[src/rtl/sink_pkg.sv]
//////////////////////////////////////////////////
// sink streamer package
// widths, register map, FSM states and the
// two-view address word shared by the store path
//////////////////////////////////////////////////

package sink_pkg;

  localparam int unsigned addr_w   = 32;           // byte address
  localparam int unsigned stream_w = 32;           // engine stream beat
  localparam int unsigned mem_w    = stream_w + 32; // room for any byte offset
  localparam int unsigned cnt_w    = 16;           // transfer counter

  // register offsets, word granular
  localparam logic [1:0] reg_base   = 2'd0;
  localparam logic [1:0] reg_stride = 2'd1;
  localparam logic [1:0] reg_len    = 2'd2;
  localparam logic [1:0] reg_ctrl   = 2'd3;

  typedef enum logic [1:0] {
    idle     = 2'd0,
    working  = 2'd1, // addresses still being generated
    draining = 2'd2  // last stores completing
  } sink_state_e;

  // one address word, seen as a byte address or split into word and lane offset
  typedef union packed {
    logic [addr_w-1:0] byte_addr;
    struct packed {
      logic [addr_w-3:0] word_idx;
      logic [1:0]        offset;
    } fields;
  } sink_addr_u;

endpackage

[src/rtl/mem_store_if.sv]
//////////////////////////////////////////////////
// memory write port
// req/gnt store request toward the TCDM
//////////////////////////////////////////////////

`timescale 1ns/100ps

interface mem_store_if;

  import sink_pkg::*;

  logic               req;  // held until gnt
  logic [addr_w-1:0]  add;  // word aligned byte address
  logic [mem_w/8-1:0] be;
  logic [mem_w-1:0]   data;
  logic               gnt;  // req & gnt = one store done

  modport initiator (
    output req,
    output add,
    output be,
    output data,
    input  gnt
  );

  modport target (
    input  req,
    input  add,
    input  be,
    input  data,
    output gnt
  );

endinterface

[src/rtl/sink_addr_fifo.sv]
//////////////////////////////////////////////////
// sink address FIFO
// two-entry first-word-fall-through ring between
// the address generator and the store unit
//////////////////////////////////////////////////

`timescale 1ns/100ps

module sink_addr_fifo (
  input  logic                        clk_i,
  input  logic                        rst_ni,
  input  logic                        clear_i,
  input  logic                        push_valid_i,
  output logic                        push_ready_o,
  input  logic [sink_pkg::addr_w-1:0] push_data_i,
  output logic                        pop_valid_o,
  input  logic                        pop_ready_i,
  output logic [sink_pkg::addr_w-1:0] pop_data_o
);

  import sink_pkg::*;

  logic [addr_w-1:0] mem_q [2]; // entries
  logic              wr_ptr_q;
  logic              rd_ptr_q;
  logic [1:0]        count_q;   // 0, 1 or 2
  logic              push;
  logic              pop;

  assign push_ready_o = (count_q != 2'd2);
  assign pop_valid_o  = (count_q != 2'd0);
  assign push         = push_valid_i & push_ready_o;
  assign pop          = pop_valid_o & pop_ready_i;

  always_ff @(posedge clk_i or negedge rst_ni) begin
    if (!rst_ni) begin
      wr_ptr_q <= 1'b0;
      rd_ptr_q <= 1'b0;
      count_q  <= '0;
    end else if (clear_i) begin
      wr_ptr_q <= 1'b0; // end of transfer, drop everything
      rd_ptr_q <= 1'b0;
      count_q  <= '0;
    end else begin
      if (push) wr_ptr_q <= ~wr_ptr_q;
      if (pop)  rd_ptr_q <= ~rd_ptr_q;
      case ({push, pop})
        2'b10:   count_q <= count_q + 1'b1;
        2'b01:   count_q <= count_q - 1'b1;
        default: ; // both or neither
      endcase
    end
  end

  always_ff @(posedge clk_i) begin
    if (push) begin
      mem_q[wr_ptr_q] <= push_data_i;
    end
  end

  assign pop_data_o = mem_q[rd_ptr_q]; // head shows without a pop

endmodule

[src/rtl/sink_addrgen.sv]
//////////////////////////////////////////////////
// sink address generator
// offers base + n * stride for n = 0 .. len-1,
// one per accepted cycle, flags done on the last
//////////////////////////////////////////////////

`timescale 1ns/100ps

module sink_addrgen (
  input  logic                        clk_i,
  input  logic                        rst_ni,
  input  logic                        start_i,
  input  logic [sink_pkg::addr_w-1:0] base_i,
  input  logic [sink_pkg::addr_w-1:0] stride_i,
  input  logic [sink_pkg::cnt_w-1:0]  len_i,
  output logic                        addr_valid_o,
  input  logic                        addr_ready_i,
  output logic [sink_pkg::addr_w-1:0] addr_o,
  output logic                        done_o
);

  import sink_pkg::*;

  logic [addr_w-1:0] addr_q;   // running address
  logic [addr_w-1:0] stride_q;
  logic [cnt_w-1:0]  len_q;
  logic [cnt_w-1:0]  cnt_q;    // addresses issued so far
  logic              active_q;
  logic              empty_q;  // zero-length run, done straight away
  logic              accept;
  logic              last;

  assign accept = active_q & addr_ready_i;
  assign last   = (cnt_q == len_q - 1'b1);

  always_ff @(posedge clk_i or negedge rst_ni) begin
    if (!rst_ni) begin
      active_q <= 1'b0;
      empty_q  <= 1'b0;
      cnt_q    <= '0;
    end else if (start_i) begin
      active_q <= (len_i != '0);
      empty_q  <= (len_i == '0);
      cnt_q    <= '0;
    end else begin
      empty_q <= 1'b0; // one cycle only
      if (accept) begin
        cnt_q <= cnt_q + 1'b1;
        if (last) begin
          active_q <= 1'b0; // stop after the final address
        end
      end
    end
  end

  // sampled config and running address, no reset needed
  always_ff @(posedge clk_i) begin
    if (start_i) begin
      addr_q   <= base_i;
      stride_q <= stride_i;
      len_q    <= len_i;
    end else if (accept) begin
      addr_q <= addr_q + stride_q;
    end
  end

  assign addr_valid_o = active_q;
  assign addr_o       = addr_q;
  // high in the cycle the last address is taken
  assign done_o       = (accept & last) | empty_q;

endmodule

[src/rtl/sink_cfg_regs.sv]
//////////////////////////////////////////////////
// sink configuration registers
// base, stride and length words, start strobe
// and busy tracking with combinational readback
//////////////////////////////////////////////////

`timescale 1ns/100ps

module sink_cfg_regs (
  input  logic                        clk_i,
  input  logic                        rst_ni,
  input  logic                        cfg_we_i,
  input  logic [1:0]                  cfg_addr_i,
  input  logic [31:0]                 cfg_wdata_i,
  output logic [31:0]                 cfg_rdata_o,
  input  logic                        done_i,
  output logic [sink_pkg::addr_w-1:0] base_o,
  output logic [sink_pkg::addr_w-1:0] stride_o,
  output logic [sink_pkg::cnt_w-1:0]  len_o,
  output logic                        start_o,
  output logic                        busy_o
);

  import sink_pkg::*;

  logic [addr_w-1:0] base_q;
  logic [addr_w-1:0] stride_q;
  logic [cnt_w-1:0]  len_q;
  logic              busy_q;
  logic              cfg_wr; // config word write, only while not busy

  assign cfg_wr  = cfg_we_i & ~busy_q;
  // start is bit 0 of the control word, dropped while a run is active
  assign start_o = cfg_wr & (cfg_addr_i == reg_ctrl) & cfg_wdata_i[0];

  always_ff @(posedge clk_i or negedge rst_ni) begin
    if (!rst_ni) begin
      base_q   <= '0;
      stride_q <= '0;
      len_q    <= '0;
    end else if (cfg_wr) begin
      case (cfg_addr_i)
        reg_base:   base_q   <= cfg_wdata_i;
        reg_stride: stride_q <= cfg_wdata_i;
        reg_len:    len_q    <= cfg_wdata_i[cnt_w-1:0]; // upper bits dropped
        default:    ; // ctrl has no storage
      endcase
    end
  end

  // busy from the edge after start until the edge after done
  always_ff @(posedge clk_i or negedge rst_ni) begin
    if (!rst_ni) begin
      busy_q <= 1'b0;
    end else if (start_o) begin
      busy_q <= 1'b1;
    end else if (done_i) begin
      busy_q <= 1'b0;
    end
  end

  always_comb begin
    case (cfg_addr_i)
      reg_base:   cfg_rdata_o = base_q;
      reg_stride: cfg_rdata_o = stride_q;
      reg_len:    cfg_rdata_o = {{(32-cnt_w){1'b0}}, len_q};
      default:    cfg_rdata_o = {31'd0, busy_q}; // status
    endcase
  end

  assign base_o   = base_q;
  assign stride_o = stride_q;
  assign len_o    = len_q;
  assign busy_o   = busy_q;

endmodule

[src/rtl/sink_store_unit.sv]
//////////////////////////////////////////////////
// sink store unit
// pairs each queued address with one stream beat,
// aligns data and strobes into the 64-bit lane
// and issues req/gnt stores until len are done
//////////////////////////////////////////////////

`timescale 1ns/100ps

module sink_store_unit (
  input  logic                            clk_i,
  input  logic                            rst_ni,
  input  logic                            start_i,
  input  logic [sink_pkg::cnt_w-1:0]      len_i,
  input  logic                            agen_done_i,
  input  logic                            addr_valid_i,
  output logic                            addr_ready_o,
  input  logic [sink_pkg::addr_w-1:0]     addr_i,
  input  logic                            stream_valid_i,
  output logic                            stream_ready_o,
  input  logic [sink_pkg::stream_w-1:0]   stream_data_i,
  input  logic [sink_pkg::stream_w/8-1:0] stream_strb_i,
  mem_store_if.initiator                  mem,
  output logic                            done_o
);

  import sink_pkg::*;

  sink_state_e state_q;
  sink_state_e state_d;
  logic        finish;      // draining -> idle this cycle
  logic        done_q;
  logic        active;      // any state but idle
  logic        store_fire;  // req & gnt

  logic [cnt_w-1:0]      store_cnt_q;
  sink_addr_u            head_addr;   // FIFO head, two views
  logic [mem_w-1:0]      data_wide;
  logic [mem_w/8-1:0]    strb_wide;
  logic [mem_w-1:0]      data_aligned;
  logic [mem_w/8-1:0]    strb_aligned;

  assign active = (state_q != idle);

  always_comb begin
    state_d = state_q;
    finish  = 1'b0;
    case (state_q)
      idle: begin
        if (start_i) state_d = working;
      end
      working: begin
        if (agen_done_i) state_d = draining; // all addresses queued
      end
      draining: begin
        if (store_cnt_q == len_i) begin
          state_d = idle;
          finish  = 1'b1;
        end
      end
      default: state_d = idle;
    endcase
  end

  always_ff @(posedge clk_i or negedge rst_ni) begin
    if (!rst_ni) begin
      state_q <= idle;
      done_q  <= 1'b0;
    end else begin
      state_q <= state_d;
      done_q  <= finish; // one-cycle pulse after the last store
    end
  end

  // completed stores, counted against len
  always_ff @(posedge clk_i or negedge rst_ni) begin
    if (!rst_ni) begin
      store_cnt_q <= '0;
    end else if (finish) begin
      store_cnt_q <= '0;
    end else if (store_fire) begin
      store_cnt_q <= store_cnt_q + 1'b1;
    end
  end

  // byte lane alignment
  assign head_addr.byte_addr = addr_i;
  assign data_wide    = {{(mem_w-stream_w){1'b0}}, stream_data_i};
  assign strb_wide    = {{((mem_w-stream_w)/8){1'b0}}, stream_strb_i};
  // offset 1..3 pushes the beat up into the upper half
  assign data_aligned = data_wide << {head_addr.fields.offset, 3'b000};
  assign strb_aligned = strb_wide << head_addr.fields.offset;

  // memory port, all fields quiet in idle
  assign mem.req  = active & stream_valid_i & addr_valid_i;
  assign mem.add  = active ? {head_addr.fields.word_idx, 2'b00} : '0;
  assign mem.be   = active ? strb_aligned : '0;
  assign mem.data = active ? data_aligned : '0;

  assign store_fire = mem.req & mem.gnt;

  // beat and address leave together on a granted store
  assign stream_ready_o = active & (~stream_valid_i | (mem.gnt & addr_valid_i));
  assign addr_ready_o   = stream_valid_i & stream_ready_o;

  assign done_o = done_q;

endmodule

[src/rtl/sink_top.sv]
//////////////////////////////////////////////////
// sink streamer top
// config registers, address generator, address
// FIFO and store unit behind plain ports
//////////////////////////////////////////////////

`timescale 1ns/100ps

module sink_top (
  input  logic                            clk_i,
  input  logic                            rst_ni,
  // configuration
  input  logic                            cfg_we_i,
  input  logic [1:0]                      cfg_addr_i,
  input  logic [31:0]                     cfg_wdata_i,
  output logic [31:0]                     cfg_rdata_o,
  // engine stream
  input  logic                            stream_valid_i,
  output logic                            stream_ready_o,
  input  logic [sink_pkg::stream_w-1:0]   stream_data_i,
  input  logic [sink_pkg::stream_w/8-1:0] stream_strb_i,
  // memory store port
  output logic                            mem_req_o,
  input  logic                            mem_gnt_i,
  output logic [sink_pkg::addr_w-1:0]     mem_add_o,
  output logic [sink_pkg::mem_w/8-1:0]    mem_be_o,
  output logic [sink_pkg::mem_w-1:0]      mem_data_o,
  // status
  output logic                            busy_o,
  output logic                            done_o
);

  import sink_pkg::*;

  logic [addr_w-1:0] base;
  logic [addr_w-1:0] stride;
  logic [cnt_w-1:0]  len;
  logic              start;
  logic              done;
  logic              agen_done;
  logic              agen_valid;  // generator -> FIFO
  logic              agen_ready;
  logic [addr_w-1:0] agen_addr;
  logic              head_valid;  // FIFO -> store unit
  logic              head_ready;
  logic [addr_w-1:0] head_addr;

  mem_store_if mem_bus ();

  sink_cfg_regs u_cfg_regs (
    .clk_i       ( clk_i       ),
    .rst_ni      ( rst_ni      ),
    .cfg_we_i    ( cfg_we_i    ),
    .cfg_addr_i  ( cfg_addr_i  ),
    .cfg_wdata_i ( cfg_wdata_i ),
    .cfg_rdata_o ( cfg_rdata_o ),
    .done_i      ( done        ),
    .base_o      ( base        ),
    .stride_o    ( stride      ),
    .len_o       ( len         ),
    .start_o     ( start       ),
    .busy_o      ( busy_o      )
  );

  sink_addrgen u_addrgen (
    .clk_i        ( clk_i      ),
    .rst_ni       ( rst_ni     ),
    .start_i      ( start      ),
    .base_i       ( base       ),
    .stride_i     ( stride     ),
    .len_i        ( len        ),
    .addr_valid_o ( agen_valid ),
    .addr_ready_i ( agen_ready ),
    .addr_o       ( agen_addr  ),
    .done_o       ( agen_done  )
  );

  sink_addr_fifo u_addr_fifo (
    .clk_i        ( clk_i      ),
    .rst_ni       ( rst_ni     ),
    .clear_i      ( done       ), // flushed at end of run
    .push_valid_i ( agen_valid ),
    .push_ready_o ( agen_ready ),
    .push_data_i  ( agen_addr  ),
    .pop_valid_o  ( head_valid ),
    .pop_ready_i  ( head_ready ),
    .pop_data_o   ( head_addr  )
  );

  sink_store_unit u_store_unit (
    .clk_i          ( clk_i          ),
    .rst_ni         ( rst_ni         ),
    .start_i        ( start          ),
    .len_i          ( len            ),
    .agen_done_i    ( agen_done      ),
    .addr_valid_i   ( head_valid     ),
    .addr_ready_o   ( head_ready     ),
    .addr_i         ( head_addr      ),
    .stream_valid_i ( stream_valid_i ),
    .stream_ready_o ( stream_ready_o ),
    .stream_data_i  ( stream_data_i  ),
    .stream_strb_i  ( stream_strb_i  ),
    .mem            ( mem_bus        ),
    .done_o         ( done           )
  );

  // interface out to plain memory ports
  assign mem_req_o   = mem_bus.req;
  assign mem_add_o   = mem_bus.add;
  assign mem_be_o    = mem_bus.be;
  assign mem_data_o  = mem_bus.data;
  assign mem_bus.gnt = mem_gnt_i;

  assign done_o = done;

endmodule

[config.mk]
export PLATFORM = sky130hd
export DESIGN_NAME = sink_top
export DESIGN_NICKNAME = d
export VERILOG_FILES = /design/src/rtl/sink_pkg.sv /design/src/rtl/mem_store_if.sv /design/src/rtl/sink_addr_fifo.sv /design/src/rtl/sink_addrgen.sv /design/src/rtl/sink_cfg_regs.sv /design/src/rtl/sink_store_unit.sv /design/src/rtl/sink_top.sv
export SDC_FILE = /design/constraint.sdc
export NUM_CORES = 1
export LEC_CHECK = 0
export BUFFER_PORTS_ARGS = -buffer_cell sky130_fd_sc_hd__clkbuf_2
export CORE_MARGIN = 5
export CORE_UTILIZATION = 55
export DETAILED_ROUTE_END_ITERATION = 10
export PLACE_DENSITY = 0.81
export SLEW_MARGIN = 20
export SYNTH_ARGS = -nofsm -noshare
export SYNTH_HDL_FRONTEND = slang
export SYNTH_HIERARCHICAL = 1
export SYNTH_SLANG_ARGS = --single-unit
export TNS_END_PERCENT = 100
[constraint.sdc]
create_clock -name clk_i -period 5.64 [get_ports clk_i]
set_input_delay 0.564 -clock clk_i [delete_from_list [all_inputs] [get_ports clk_i]]
set_output_delay 0.564 -clock clk_i [all_outputs]
set_load 0.05 [all_outputs]
### Word-level counts from Yosys, hierarchy flattened

Memory sizes are Yosys's and may differ from the RTL's.
Index checks and enable logic that the tools add are counted.

* output and inout port bits: 140
* memories kept: 1
* word-level logic and storage cells: 104
* bits of input ports: 75
* bits in registers: 202
* bits in writable memories: 64

* shift-type cells: 2
* $add $sub $neg: 6
* equal/unequal tests: 13
* reduce and logical (&&, ||, !) cells: 18
* mux-type cells: 30
* bitwise operators: 18

Memories
* u_addr_fifo.mem_q: depth 2, width 32, read ports 1, clocked after memory_dff 0, write ports 1, line sink_addr_fifo.sv:23 `logic [addr_w-1:0] mem_q [2];`

Operator list (count)
* $mux W32: 3
* $pmux W32 S3: 1
* $mux W16: 4
* $mux W64: 1
* $shl A32 B5 Y64: 1
* $add A16 B1 Y16 const B: 2
* $add A32 B32 Y32: 1
* $eq A16 B16 Y1: 2
* $logic_not A16 Y1: 1
* $reduce_bool A16 Y1: 1
* $reduce_bool A2 Y1: 8
* $sub A16 B1 Y16 const B: 1
* $mux W1: 14
* $and A1 B1 Y1: 12
* $eq A2 B2 Y1 const B: 4
* $mux W2: 4
* $mux W8: 1
* $reduce_and A2 Y1: 4
* $shl A4 B2 Y8: 1
* $eq A2 B1 Y1 const B: 3
* $ne A2 B2 Y1 const B: 3
* $pmux W2 S3: 1
* $logic_not A2 Y1: 2
* $not A1 Y1: 4
* 7 further kinds: 8

### Logic depth before layout (Yosys ltp)

Gate-level depths: netlist (run 1).

* depth in word-level cells: 9
* depth in mapped cells: 13
* mapped depth without buffers: 12

### Modules after synthesis

The synthesis (run 1) kept the hierarchy.

Modules (own cells, without submodules)
* sink_addrgen: cells each 573, area each 5938.2 sq um, instances 1, sequential area each 2852.7 sq um
* sink_cfg_regs: cells each 252, area each 3688.5 sq um, instances 1, sequential area each 2026.9 sq um
* sink_addr_fifo: cells each 124, area each 2551.2 sq um, instances 1, sequential area each 2021.9 sq um
* sink_store_unit: cells each 321, area each 2446.1 sq um, instances 1, sequential area each 475.5 sq um

### Worst setup path after synthesis (run 1)

OpenSTA, ideal clock, no wires.

* path kind: input to register
* start: in cfg_addr_i[0]
* end: reg u_addrgen.addr_q[0] (netlist: u_addrgen/addr_o[0]), enable pin
* setup time: 0.394 ns
* arrival time: 4.694 ns
* setup slack: 0.552 ns
* stages: 7
* buffers on the path: 4
* data required time: 5.246 ns
* cell sequence: buf_4 > buf_2 > nand3_1 > nor2_1 > buf_6 > clkdlybuf4s15_1 > nand2b_1

* word-level cells in the longest chain between the ends: 4

Ends and longest elaborated chain
* from (decl): line sink_top.sv:14 `input logic [1:0] cfg_addr_i,`
* $eq A2 B2 Y1: line sink_cfg_regs.sv:34 `assign start_o = cfg_wr & (cfg_addr_i == reg_ctrl) & cfg_wdata_i[0];`
* $and A1 B1 Y1 (2 in a row): line sink_cfg_regs.sv:34
* net start: line sink_top.sv:38 `logic start;`
* $reduce_bool A2 Y1 (no line)
* to (signal assigned): line sink_addrgen.sv:59 `addr_q <= base_i;`
* to (signal assigned): line sink_addrgen.sv:63 `addr_q <= addr_q + stride_q;`
* to (decl): line sink_addrgen.sv:24 `logic [addr_w-1:0] addr_q;`

The timed path passes the listed nets, and every way through them passes these cells.
A chain may end at the register's enable or synchronous reset.

### Final worst setup path (run 1)

* start: reg u_addr_fifo.rd_ptr_q
* end: out mem_data_o[35] (netlist name)

* word-level cells in the longest chain between the ends: 3

Ends and longest elaborated chain
* from (decl): line sink_addr_fifo.sv:25 `logic rd_ptr_q;`
* from (signal assigned): line sink_addr_fifo.sv:46 `if (pop) rd_ptr_q <= ~rd_ptr_q;`
* $mem_v2 Z2 W32
* net head_addr[1]: line sink_top.sv:46 `logic [addr_w-1:0] head_addr;`
* $shl A32 B5 Y64: line sink_store_unit.sv:91 `assign data_aligned = data_wide << {head_addr.fields.offset, 3'b000};`
* $mux W64: line sink_store_unit.sv:98 `assign mem.data = active ? data_aligned : '0;`
* to (decl): line sink_top.sv:27 `output logic [sink_pkg::mem_w-1:0] mem_data_o,`

The timed path passes the listed nets, and every way through them passes these cells.

==> metrics.txt, run 1 <==
result of the run finished clean; number of H-tree levels 1; Sw Ratio 27.98%; category of the worst setup path capture point output pin; startpoint kind of the worst setup timing path flip-flop; headroom to the max-slew limit 28.45%; Gate Count Post-Synth 1270; worst-skew pair later-pin latency 0.54 ns; Arrival @ worst endpoint 3.52 ns; post-route insts no fill 1792; layout cell share with drive strength beyond 1 25.91%; average cell area after synthesis 11.51 um2; Rows 59; via count of the first global-routing pass 10651; layout-stage area growth over the synthesis result 13.00%; clock slew at the register clock pins of the worst setup and hold paths 0.06 ns; EDFF count, synth 144; Die H 173.1 um; critical setup path kind flip-flop to output pin; number of buffers inserted by port buffering 203; sequential share of power 47.4%; die span in x 173.1 um; maximum number of pins on one net before global-route repair 80; effective utilization at floorplan 55.96%; leakage power total 0.007043 uW; post-route cell area 16530 um2; required time reported for the critical path endpoint 5.08 ns; share of the synthesized area in the top cell type 29.57%; die area 29950 um2; Clock Tree Root clkbuf_16; clock sink total 266; total clock buffers created by CTS 26; cell with the biggest individual delay on the critical path mux2_1; largest cells by area after synthesis edfxtp_1 30%, dfrtp_1 21%, mux2_2 6.9%, mux2i_1 4.3%, ha_1 2.9%; global route overflow 0; final clock skew 0.01513 ns; power density over the cells 292.8 nW/um2; count of hold-fix buffers inserted at cts 0; number of storage elements in the synthesis netlist 266; share of async-settable or async-resettable flops after synthesis 45.86%; drt pass-1 iters 5; maximum clock frequency 0.2451 GHz; library cell with the highest instance count after synthesis edfxtp_1; PostCTS Resize Cnt 0; buffers from clock root to sink, at most 3; detailed-route via count 10623; Final setup violation count 0; detailed-route wire length 37.13 mm; synthesized area 14620 um2; worst hold margin 0.1630 ns; HP Class input port to asynchronous set/reset pin; Top-Level Pins 215; setup repair after global routing missed its margin false; cell type contributing the most total cell area after synthesis edfxtp_1; dominant register cell in the synthesized netlist edfxtp_1; register area share after synthesis 50.44%; All-Layer GR Usage 24.18%; Post-layout nets 1545; placed inst area 15660 um2; number of distinct library cells after synthesis 83; violation count after the first detailed-routing iteration 819; initial antenna violation count 2; Critical Path Max Stage Delay 0.89 ns; Core Box Area 26130 um2; average wire per cell in the routed design 20.72 um; vias per cell 5.928; internal power 3485 uW; instance count after placement with tap cells included 1742; Period minus WS final 4.079 ns; Slew Limit Fails 0; CP Cell Sequence mux2_1, nor2b_1, a22oi_1, nor2_1, clkbuf_2; Total Negative Setup Slacks 0 ns; number of nets with antenna violations after routing 0; first-pass GRT wire length 59.17 mm; part of the total power dissipated in the clock network 35.6%; drt drc 0; worst supply voltage drop on vdd 0.0002677 V; top cell types by occurrence after synthesis 144 x edfxtp_1, 122 x dfrtp_1, 110 x nor2_1, 90 x mux2_2, 72 x nand2_1; Hold Fails Final Rpt 0; total net switching power 1354 uW; transition time of the tightest slew-check pin 1.065 ns; Crit Path Max Fanout 23; Max-cap violations 0; YS warnings 6; share of power burned in combinational logic 17.0%; Final period util 72.33%; HPWL after DPL 27.04 mm; clock tree from TritonCTS yes; final weighted congestion in routability-driven placement 0.9100; total setup buffers inserted after CTS 0
==> state kept, by name, indices dropped and copies added, names as in the netlist <==
name / count
u_store_unit/store_cnt_q: 16
u_cfg_regs/len_o: 16
u_addrgen/stride_q: 32
u_cfg_regs/base_o: 32
u_addr_fifo/wr_ptr_q: 1
u_addrgen/empty_q: 1
u_addrgen/addr_valid_o: 1
u_addr_fifo/rd_ptr_q: 1
u_cfg_regs/busy_o: 1
u_store_unit/done_o: 1
u_addr_fifo/mem_q: 64
u_addr_fifo/count_q: 2
u_addrgen/cnt_q: 16
u_addrgen/len_q: 16
u_addrgen/addr_o: 32
u_store_unit/state_q: 2
u_cfg_regs/stride_o: 32
==> area by class of cell <==
cell class / instances / area, um2
flip-flops and latches: 266 / 7377
clock buffers: 34 / 720.7
diodes: 2 / 5.005
well taps: 335 / 419.2
multi-input cells: 907 / 6690
clock inverters: 14 / 133.9
inverters: 19 / 71.32
fillers: 2025 / 9607
repair buffers: 215 / 1109
==> final timing paths <==
kind,to,startpoint,cells past startpoint,slack (ns)
worst min-delay path,u_cfg_regs/stride_o[19]$_DFFE_PN0P_,rst_ni,1,0.16
min in group clk_i,u_cfg_regs/base_o[20]$_DFFE_PN0P_,cfg_wdata_i[20],2,0.26
worst max-delay path,mem_data_o[35],u_addr_fifo/rd_ptr_q$_DFFE_PN0P_,5,1.56
max in group asynchronous,u_addrgen/cnt_q[1]$_DFFE_PN0P_,rst_ni,2,4.21
worst max register to register,u_addrgen/addr_o[30]$_DFFE_PP_,u_addrgen/addr_o[0]$_DFFE_PP_,11,2.11
worst min register to register,u_addrgen/stride_q[20]$_DFFE_PP_,u_cfg_regs/stride_o[20]$_DFFE_PN0P_,0,0.47
==> cell usage in the layout, fill, tap and decap left out, types with 7 or more instances in the layout <==
cell	instances
clkbuf_2	202
edfxtp_1	144
dfrtp_1	122
nor2_1	108
mux2_2	91
nand2_1	72
mux2i_1	63
a21oi_1	59
o21ai_0	49
xnor2_1	47
xor2_1	45
nor2b_1	37
ha_1	34
mux2_1	30
clkbuf_16	26
nand4_1	22
and3_1	20
nand3_1	20
inv_1	19
a21o_1	19
and2_1	16
o2bb2ai_1	16
a22oi_1	16
a211oi_1	14
buf_4	13
conb_1	11
nor4_1	10
clkinv_2	7
==> stage by stage <==
stage                     setup WS, ns  util [%]  power [uW]
after detailed placement         2.124     59.94        3146
after floorplan                 0.5523         -        2939
final                            1.561     63.24        4839
after global routing             1.386     63.22        5044
after global placement           2.187     59.94        3126
after CTS                        1.561     63.21        4859
==> power by group through the flow <==
| stage | sequential (uW) | clock [uW] | combinational (uW) |
|---|---|---|---|
| 2_1_floorplan | 2260 | 0 | 676 |
| 3_3_place_gp | 2320 | 0 | 803 |
| 3_5_place_dp | 2330 | 0 | 817 |
| 4_1_cts | 2290 | 1750 | 822 |
| 5_1_grt | 2310 | 1840 | 900 |
| 6_report | 2290 | 1720 | 822 |
==> layer usage <==
layer / vias to the layer above / global-route usage [%] / routed length, um
met5: - / 0 / 0
met4: 0 / 6.053 / 688
met3: 50 / 4.323 / 2883
met2: 472 / 39.08 / 17340
met1: 5159 / 34.25 / 16220
li1: 4942 / - / -
==> critical path: cells and delay by family, from the launching register on <==
family / cells / cell delay [ns]
flops: 1 / 0.63
mux: 1 / 0.89
compound gates: 1 / 0.22
simple gates: 2 / 0.94
buf+inv: 1 / 0.29
==> cells by family (layout without fill, tap and decap cells) <==
| logic type | after synthesis | count (layout) | share of synthesized area, % |
|---|---|---|---|
| multiplexers | 187 | 187 | 14.01 |
| XOR/XNOR | 92 | 92 | 5.510 |
| flip-flops | 266 | 266 | 50.44 |
| adder cells (fa/ha/maj) | 35 | 35 | 3.046 |
| other | 1 | 13 | 0.02564 |
| buffers and inverters | 107 | 282 | 4.184 |
| AO/OA/AOI/OAI | 221 | 221 | 9.856 |
| AND/OR/NAND/NOR | 361 | 361 | 12.92 |
(Power assumes the default switching activity.)
==> inputs of run 2 (changes only) <==
--- a/config.mk
+++ b/config.mk
@@ -7,7 +7,7 @@
 export LEC_CHECK = 0
 export BUFFER_PORTS_ARGS = -buffer_cell sky130_fd_sc_hd__clkbuf_2
 export CORE_MARGIN = 5
-export CORE_UTILIZATION = 55
+export CORE_UTILIZATION = 52
 export DETAILED_ROUTE_END_ITERATION = 10
 export PLACE_DENSITY = 0.81
 export SLEW_MARGIN = 20
==> constraint.sdc (replaced) <==
create_clock -name clk_i -period 3.6 [get_ports clk_i]
set_input_delay 0.36 -clock clk_i [delete_from_list [all_inputs] [get_ports clk_i]]
set_output_delay 0.36 -clock clk_i [all_outputs]
set_load 0.05 [all_outputs]
==> run 2 against run 1 <==
Global-route usage decreased by 1.1 points. Worst hold slack got worse by 0.10 ns. Utilization decreased by 2.3 points. Non-clock buffer count increased by 7. Register-to-register slack got worse by 1.8 ns. Count of clock-buffer cells in the layout increased by 2. Clock power increased by 70%. Critical path type unchanged. Critical endpoint is now mem_data_o[18]. Largest power group unchanged. Highest routed layer unchanged.
==> metrics.txt, run 2 (synthesis results as in run 1) <==
result of the run finished clean; critical setup path kind flip-flop to output pin; top register by number of flip-flops u_addr_fifo/mem_q; total clock buffers created by CTS 27 (+3.8%); Final period util 94.78%; PostCTS Resize Cnt 0 (unchanged); final weighted congestion in routability-driven placement 0.9163 (+0.69%); met1 wire length 16.28 mm (+0.38%); via count of the first global-routing pass 10523 (-1.2%); capture endpoint of the worst hold path u_cfg_regs/base_o[23]$_DFFE_PN0P_; top layer reached by signal wires met4; maximum number of pins on one net before global-route repair 102 (+28%); clock sink total 266 (unchanged); Power Total 7814 uW (+61%); global route overflow 0 (unchanged); setup repair after global routing missed its margin false; Post-layout nets 1553 (+0.52%); number of H-tree levels 1 (unchanged); Final setup violation count 0 (unchanged); worst hold margin 0.05997 ns (-0.1030 ns); instance count after placement with tap cells included 1791 (+2.8%); initial antenna violation count 1 (-1); detailed-route wire length 37.13 mm (about the same); first-pass GRT wire length 57.90 mm (-2.1%); WHS Path Cells 2; violation count after the first detailed-routing iteration 837 (+2.2%); number of nets with antenna violations after routing 0 (unchanged); number of buffers inserted by port buffering 203 (unchanged); Critical Path Max Stage Delay 0.83 ns (-0.06 ns); hold path startpoint cfg_wdata_i[23]; layout cell share with drive strength beyond 1 26.23% (+0.32 points); slack of the worst reg-to-reg path 0.26 ns (-1.85 ns); Crit Path Max Fanout 27 (+17%); number of fillers in the final layout 2186 (+8.0%); clock slew at the register clock pins of the worst setup and hold paths 0.06 ns (about the same); post-route insts no fill 1842 (+2.8%); Slew Limit Fails 0 (unchanged); met2 WL 16.91 mm (-2.5%); worst-skew pair later-pin latency 0.54 ns (about the same); power density over the cells 461.5 nW/um2 (+58%); detailed-route via count 10719 (+0.90%); required time reported for the critical path endpoint 3.24 ns (-1.84 ns); maximum clock frequency 0.2931 GHz; HPWL after DPL 27.28 mm (+0.86%); buffers from clock root to sink, at most 3 (unchanged); clock tree from TritonCTS yes; r2r endpoint u_addrgen/addr_o[30]$_DFFE_PP_; final clock skew 0.01380 ns (-0.001331 ns); R2R depth 11 (unchanged); startpoint kind of the worst setup timing path flip-flop; die area 31580 um2 (+5.4%); Max-cap violations 0 (unchanged); source of the worst register-to-register timing path u_addrgen/addr_o[0]$_DFFE_PP_; Arrival @ worst endpoint 3.05 ns (-0.47 ns); commonest non-fill, non-tap cell in the layout clkbuf_2; Total Negative Setup Slacks 0 ns (unchanged); Top-Level Pins 215 (unchanged); cell with the biggest individual delay on the critical path nor2b_1; category of the worst setup path capture point output pin; drt pass-1 iters 5 (unchanged); drt drc 0 (unchanged); layout-stage area growth over the synthesis result 15.79%; effective utilization at floorplan 52.64% (-3.3 points); average wire per cell in the routed design 20.16 um (-2.7%); Core Box Area 27780 um2 (+6.3%); Clock Tree Root clkbuf_16; Die H 177.7 um (+2.7%); Met3 Routed Length 3.023 mm (+4.9%); die span in x 177.7 um (+2.7%); Rows 61 (+3.4%); HP Class input port to flip-flop; All-Layer GR Usage 23.04% (-1.1 points); vias per cell 5.819 (-1.8%); max reg flops 64 (unchanged); transition time of the tightest slew-check pin 1.040 ns (-0.02507 ns); leakage power total 0.007164 uW (+1.7%); Antenna Cells 0 (-2); highest-count cells in the layout ignoring fill and taps 188 x clkbuf_2, 144 x edfxtp_1, 122 x dfrtp_1, 108 x nor2_1, 91 x mux2_2; Period minus WS final 3.412 ns; Hold Fails Final Rpt 0 (unchanged); CP Cell Sequence mux2_2, nor2b_1, a21oi_1, nor2_1, buf_12; worst supply voltage drop on vdd 0.0003802 V (+42%); headroom to the max-slew limit 30.13% (+1.7 points)
==> run 2: worst max-delay path: cells and delay by family, from the launching register on <==
kind / cells / cell delay [ns]
DFF: 1 / 0.42
AOI/OAI and AO/OA: 1 / 0.27
and+or+nand+nor: 2 / 1.06
muxes: 1 / 0.60
buffers and inverters: 1 / 0.17
==> run 2: routing by layer <==
layer / vias up / global-route usage, %
li1: 4963 / -
met3: 68 / 3.622
met4: 0 / 6.155
met5: - / 0
met1: 5215 / 32.99
met2: 473 / 36.89
==> run 2: per-stage QoR <==
stage,instance area (um2),util (%),setup slack (ns)
final,16930,60.95,0.1879
after global routing,16930,60.95,0.08489
after CTS,16930,60.95,0.2476
after detailed placement,15990,57.54,0.3096
after global placement,15990,57.54,0.4522
after floorplan,14670,-,0.06821
==> run 2: cell type report <==
class	count	area (um2)	area share, %
tap	378	473.0	2.793
timing repair buffer	222	1386	8.187
multi-input combinational	907	6688	39.50
inverter	19	71.32	0.4212
clock inverter	14	177.7	1.049
sequential	266	7377	43.57
clock buffer	36	759.5	4.485
==> run 2: how the worst max path moves through the flow <==
stage	start	to	slack, ns
floorplan	cfg_addr_i[0]	u_addrgen/addr_o[0]$_DFFE_PP_	0.07
global placement	u_addrgen/addr_o[0]$_DFFE_PP_	u_addrgen/addr_o[30]$_DFFE_PP_	0.45
detailed placement	u_addrgen/addr_o[0]$_DFFE_PP_	u_addrgen/addr_o[30]$_DFFE_PP_	0.31
CTS	u_addr_fifo/rd_ptr_q$_DFFE_PN0P_	mem_data_o[18]	0.25
global route	u_addrgen/addr_o[0]$_DFFE_PP_	u_addrgen/addr_o[30]$_DFFE_PP_	0.08
finish	u_addr_fifo/rd_ptr_q$_DFFE_PN0P_	mem_data_o[18]	0.19
==> run 2: repair_timing <==
item / in CTS / in global routing
setup endpoints to repair: 0 / 0
buffers inserted: 0 / 0
hold buffers: 1 / 0
endpoints found under the hold margin: 21 / 0
==> run 2: report_power, final <==
part / internal [uW] / leakage (uW) / switching (uW)
clock: 1770 / 0.000461 / 1150
sequential: 3370 / 0.00293 / 197
combinational: 543 / 0.00378 / 781
total: 5680 / 0.00716 / 2130
==> inputs of run 3 (changes only) <==
--- a/config.mk
+++ b/config.mk
@@ -9,7 +9,8 @@
 export CORE_MARGIN = 5
 export CORE_UTILIZATION = 52
 export DETAILED_ROUTE_END_ITERATION = 10
-export PLACE_DENSITY = 0.81
+export PLACE_DENSITY = 0.84
+export RECOVER_POWER = 100
 export SLEW_MARGIN = 20
 export SYNTH_ARGS = -nofsm -noshare
 export SYNTH_HDL_FRONTEND = slang
==> run 3 against run 2 <==
The run now ends with max-capacitance violations, max-slew violations left. Register-to-register slack improved by 0.08 ns. Cell count hardly changed. Setup slack improved by 0.0028 ns. Via count grew 1.0%. Die area unchanged. Power decreased by 4.4%. Routed wire length rose by 0.44%. Utilization is 1.4 points lower. Non-clock buffer count up 3. Fmax about the same. Sequential cell count is the same. Sequential power about the same. Critical path type is now input port to output pin. Largest power group unchanged.
==> metrics.txt, run 3 (synthesis results as in run 1) <==
clock slew at the register clock pins of the worst setup and hold paths 0.06 ns (about the same); Crit Path Max Fanout 21 (-22%); Slew Limit Fails 314 (+314); required time reported for the critical path endpoint 3.24 ns (about the same); post-route cell area 16550 um2 (-2.2%); Hold Fails Final Rpt 0 (unchanged); commonest non-fill, non-tap cell in the layout edfxtp_1; count of hold-fix buffers inserted at cts 1 (unchanged); Buf/Inv on CP 3 (+2); effective utilization at floorplan 52.64% (unchanged); area taken by multi-input logic gates 6646 um2 (-0.62%); All-Layer GR Usage 22.94% (-0.10 points); category of the worst setup path capture point output pin; cell with the biggest individual delay on the critical path clkbuf_1; placed inst area 16010 um2 (+0.14%); number of buffers inserted by port buffering 203 (unchanged); drt pass-1 iters 6 (+1); Arrival @ worst endpoint 3.05 ns (about the same); number of fillers in the final layout 2249 (+2.9%); CP Launch Point cfg_addr_i[0]; initial antenna violation count 1 (unchanged); max reg flops 64 (unchanged); die area 31580 um2 (unchanged); final clock skew 0.01648 ns (+0.002677 ns); highest-count cells in the layout ignoring fill and taps 144 x edfxtp_1, 122 x dfrtp_1, 112 x clkbuf_2, 109 x nor2_1, 99 x clkbuf_1; die span in x 177.7 um (unchanged); Final setup violation count 0 (unchanged); Critical Path Max Stage Delay 1.27 ns (+0.44 ns); Top-Level Pins 215 (unchanged); number of nets with antenna violations after routing 0 (unchanged); result of the run finished with violations; startpoint kind of the worst setup timing path input port; vias per cell 5.876 (+0.97%); Post-layout nets 1555 (+0.13%); critical setup path kind input port to output pin; setup repair after global routing missed its margin false; drt drc 0 (unchanged); headroom to the max-slew limit -37.24% (-67 points); PostCTS Resize Cnt 0 (unchanged); Clock Tree Root clkbuf_16; source of the worst register-to-register timing path u_cfg_regs/busy_o$_DFFE_PN0P_; Die H 177.7 um (unchanged); WHS Path Cells 2 (unchanged); final weighted congestion in routability-driven placement 0.9355 (+2.1%); number of H-tree levels 1 (unchanged); global route overflow 0 (unchanged); sequential cell area 7377 um2 (unchanged); Rows 61 (unchanged); first-pass GRT wire length 57.96 mm (about the same); layout cell share with drive strength beyond 1 18.85% (-7.4 points); clock sink total 266 (unchanged); top register by number of flip-flops u_addr_fifo/mem_q; power density over the cells 451.1 nW/um2 (-2.3%); slack of the worst reg-to-reg path 0.34 ns (+0.08 ns); detailed-route wire length 37.29 mm (+0.44%); layout-stage area growth over the synthesis result 13.19%; Final period util 94.70% (about the same); HP Class input port to flip-flop; delay-heaviest family, CP buffers and inverters; Period minus WS final 3.409 ns (-0.002849 ns); maximum clock frequency 0.2933 GHz (about the same); buffers from clock root to sink, at most 3 (unchanged); detailed-route via count 10829 (+1.0%); R2R depth 3 (-8); total clock buffers created by CTS 26 (-3.7%); maximum number of pins on one net before global-route repair 77 (-25%); transition time of the tightest slew-check pin 2.059 ns (+1.018 ns); leakage power total 0.006753 uW (-5.7%); via count of the first global-routing pass 10506 (-0.16%); Total Negative Setup Slacks 0 ns (unchanged); Core Box Area 27780 um2 (unchanged); HPWL after DPL 27.56 mm (+1.0%); Power Total 7467 uW (-4.4%); most frequent CP cell clkbuf_1; total setup buffers inserted after CTS 0 (unchanged); average wire per cell in the routed design 20.23 um (+0.38%); failing checks max-capacitance violations, max-slew violations; worst supply voltage drop on vdd 0.0003700 V (-2.7%); CP Cell Sequence clkbuf_2, clkbuf_1, mux2i_1, o2bb2ai_1, clkbuf_1; worst-skew pair later-pin latency 0.53 ns (about the same); r2r endpoint u_cfg_regs/base_o[25]$_DFFE_PN0P_; capture endpoint of the worst hold path u_cfg_regs/base_o[23]$_DFFE_PN0P_; clock tree from TritonCTS yes; hold path startpoint cfg_wdata_i[23]; Max-cap violations 8 (+8); violation count after the first detailed-routing iteration 929 (+11%)
-- run 3: cell types whose count changed in the layout (fill, tap and decap cells not counted), sizes merged --
cell	before	now
buf	33	18
bufinv	4	1
clkbuf	224	239
clkinv	8	9
clkinvlp	1	4
diode	0	1
inv	20	19
-- run 3: power breakdown --
group	switching [uW]	internal (uW)
clock network	1120	1460
registers	196	3370
logic	778	531
total	2100	5370
-- run 3: final cells by class --
class,count,area share (%)
clock buffer,33,4.278
antenna,1,0.01512
timing repair buffer,225,7.075
inverter,19,0.4308
multi-input combinational,907,40.15
clock inverter,14,0.6274
sequential,266,44.57
tap,378,2.857
-- run 3: worst max-delay path by stage --
| stage | to | cells after the start |
|---|---|---|
| floorplan | u_addrgen/addr_o[0]$_DFFE_PP_ | 7 |
| global placement | u_addrgen/addr_o[30]$_DFFE_PP_ | 11 |
| detailed placement | u_addrgen/addr_o[30]$_DFFE_PP_ | 11 |
| CTS | mem_data_o[21] | 6 |
| global route | u_addrgen/addr_o[30]$_DFFE_PP_ | 11 |
| finish | cfg_rdata_o[12] | 5 |
-- run 3: through the flow --
| stage | setup WS, ns | hold WS, ns | util [%] | instances |
|---|---|---|---|---|
| after floorplan | 0.06821 | 0.06441 | - | 1280 |
| after global placement | 0.4457 | 0.4528 | 57.62 | 1794 |
| after detailed placement | 0.4117 | 0.4585 | 57.62 | 1794 |
| after CTS | 0.2597 | 0.05444 | 60.58 | 1842 |
| after global routing | 0.05632 | 0.06155 | 59.57 | 1842 |
| final | 0.1907 | 0.06663 | 59.58 | 1843 |
-- run 3: per-layer routing --
layer	share of wire (%)	track usage (%)	vias up
met5	0	0	-
met4	2.4	5.930	0
met3	8.0	3.025	71
met1	44	32.97	5275
li1	-	-	4969
met2	46	37.14	514
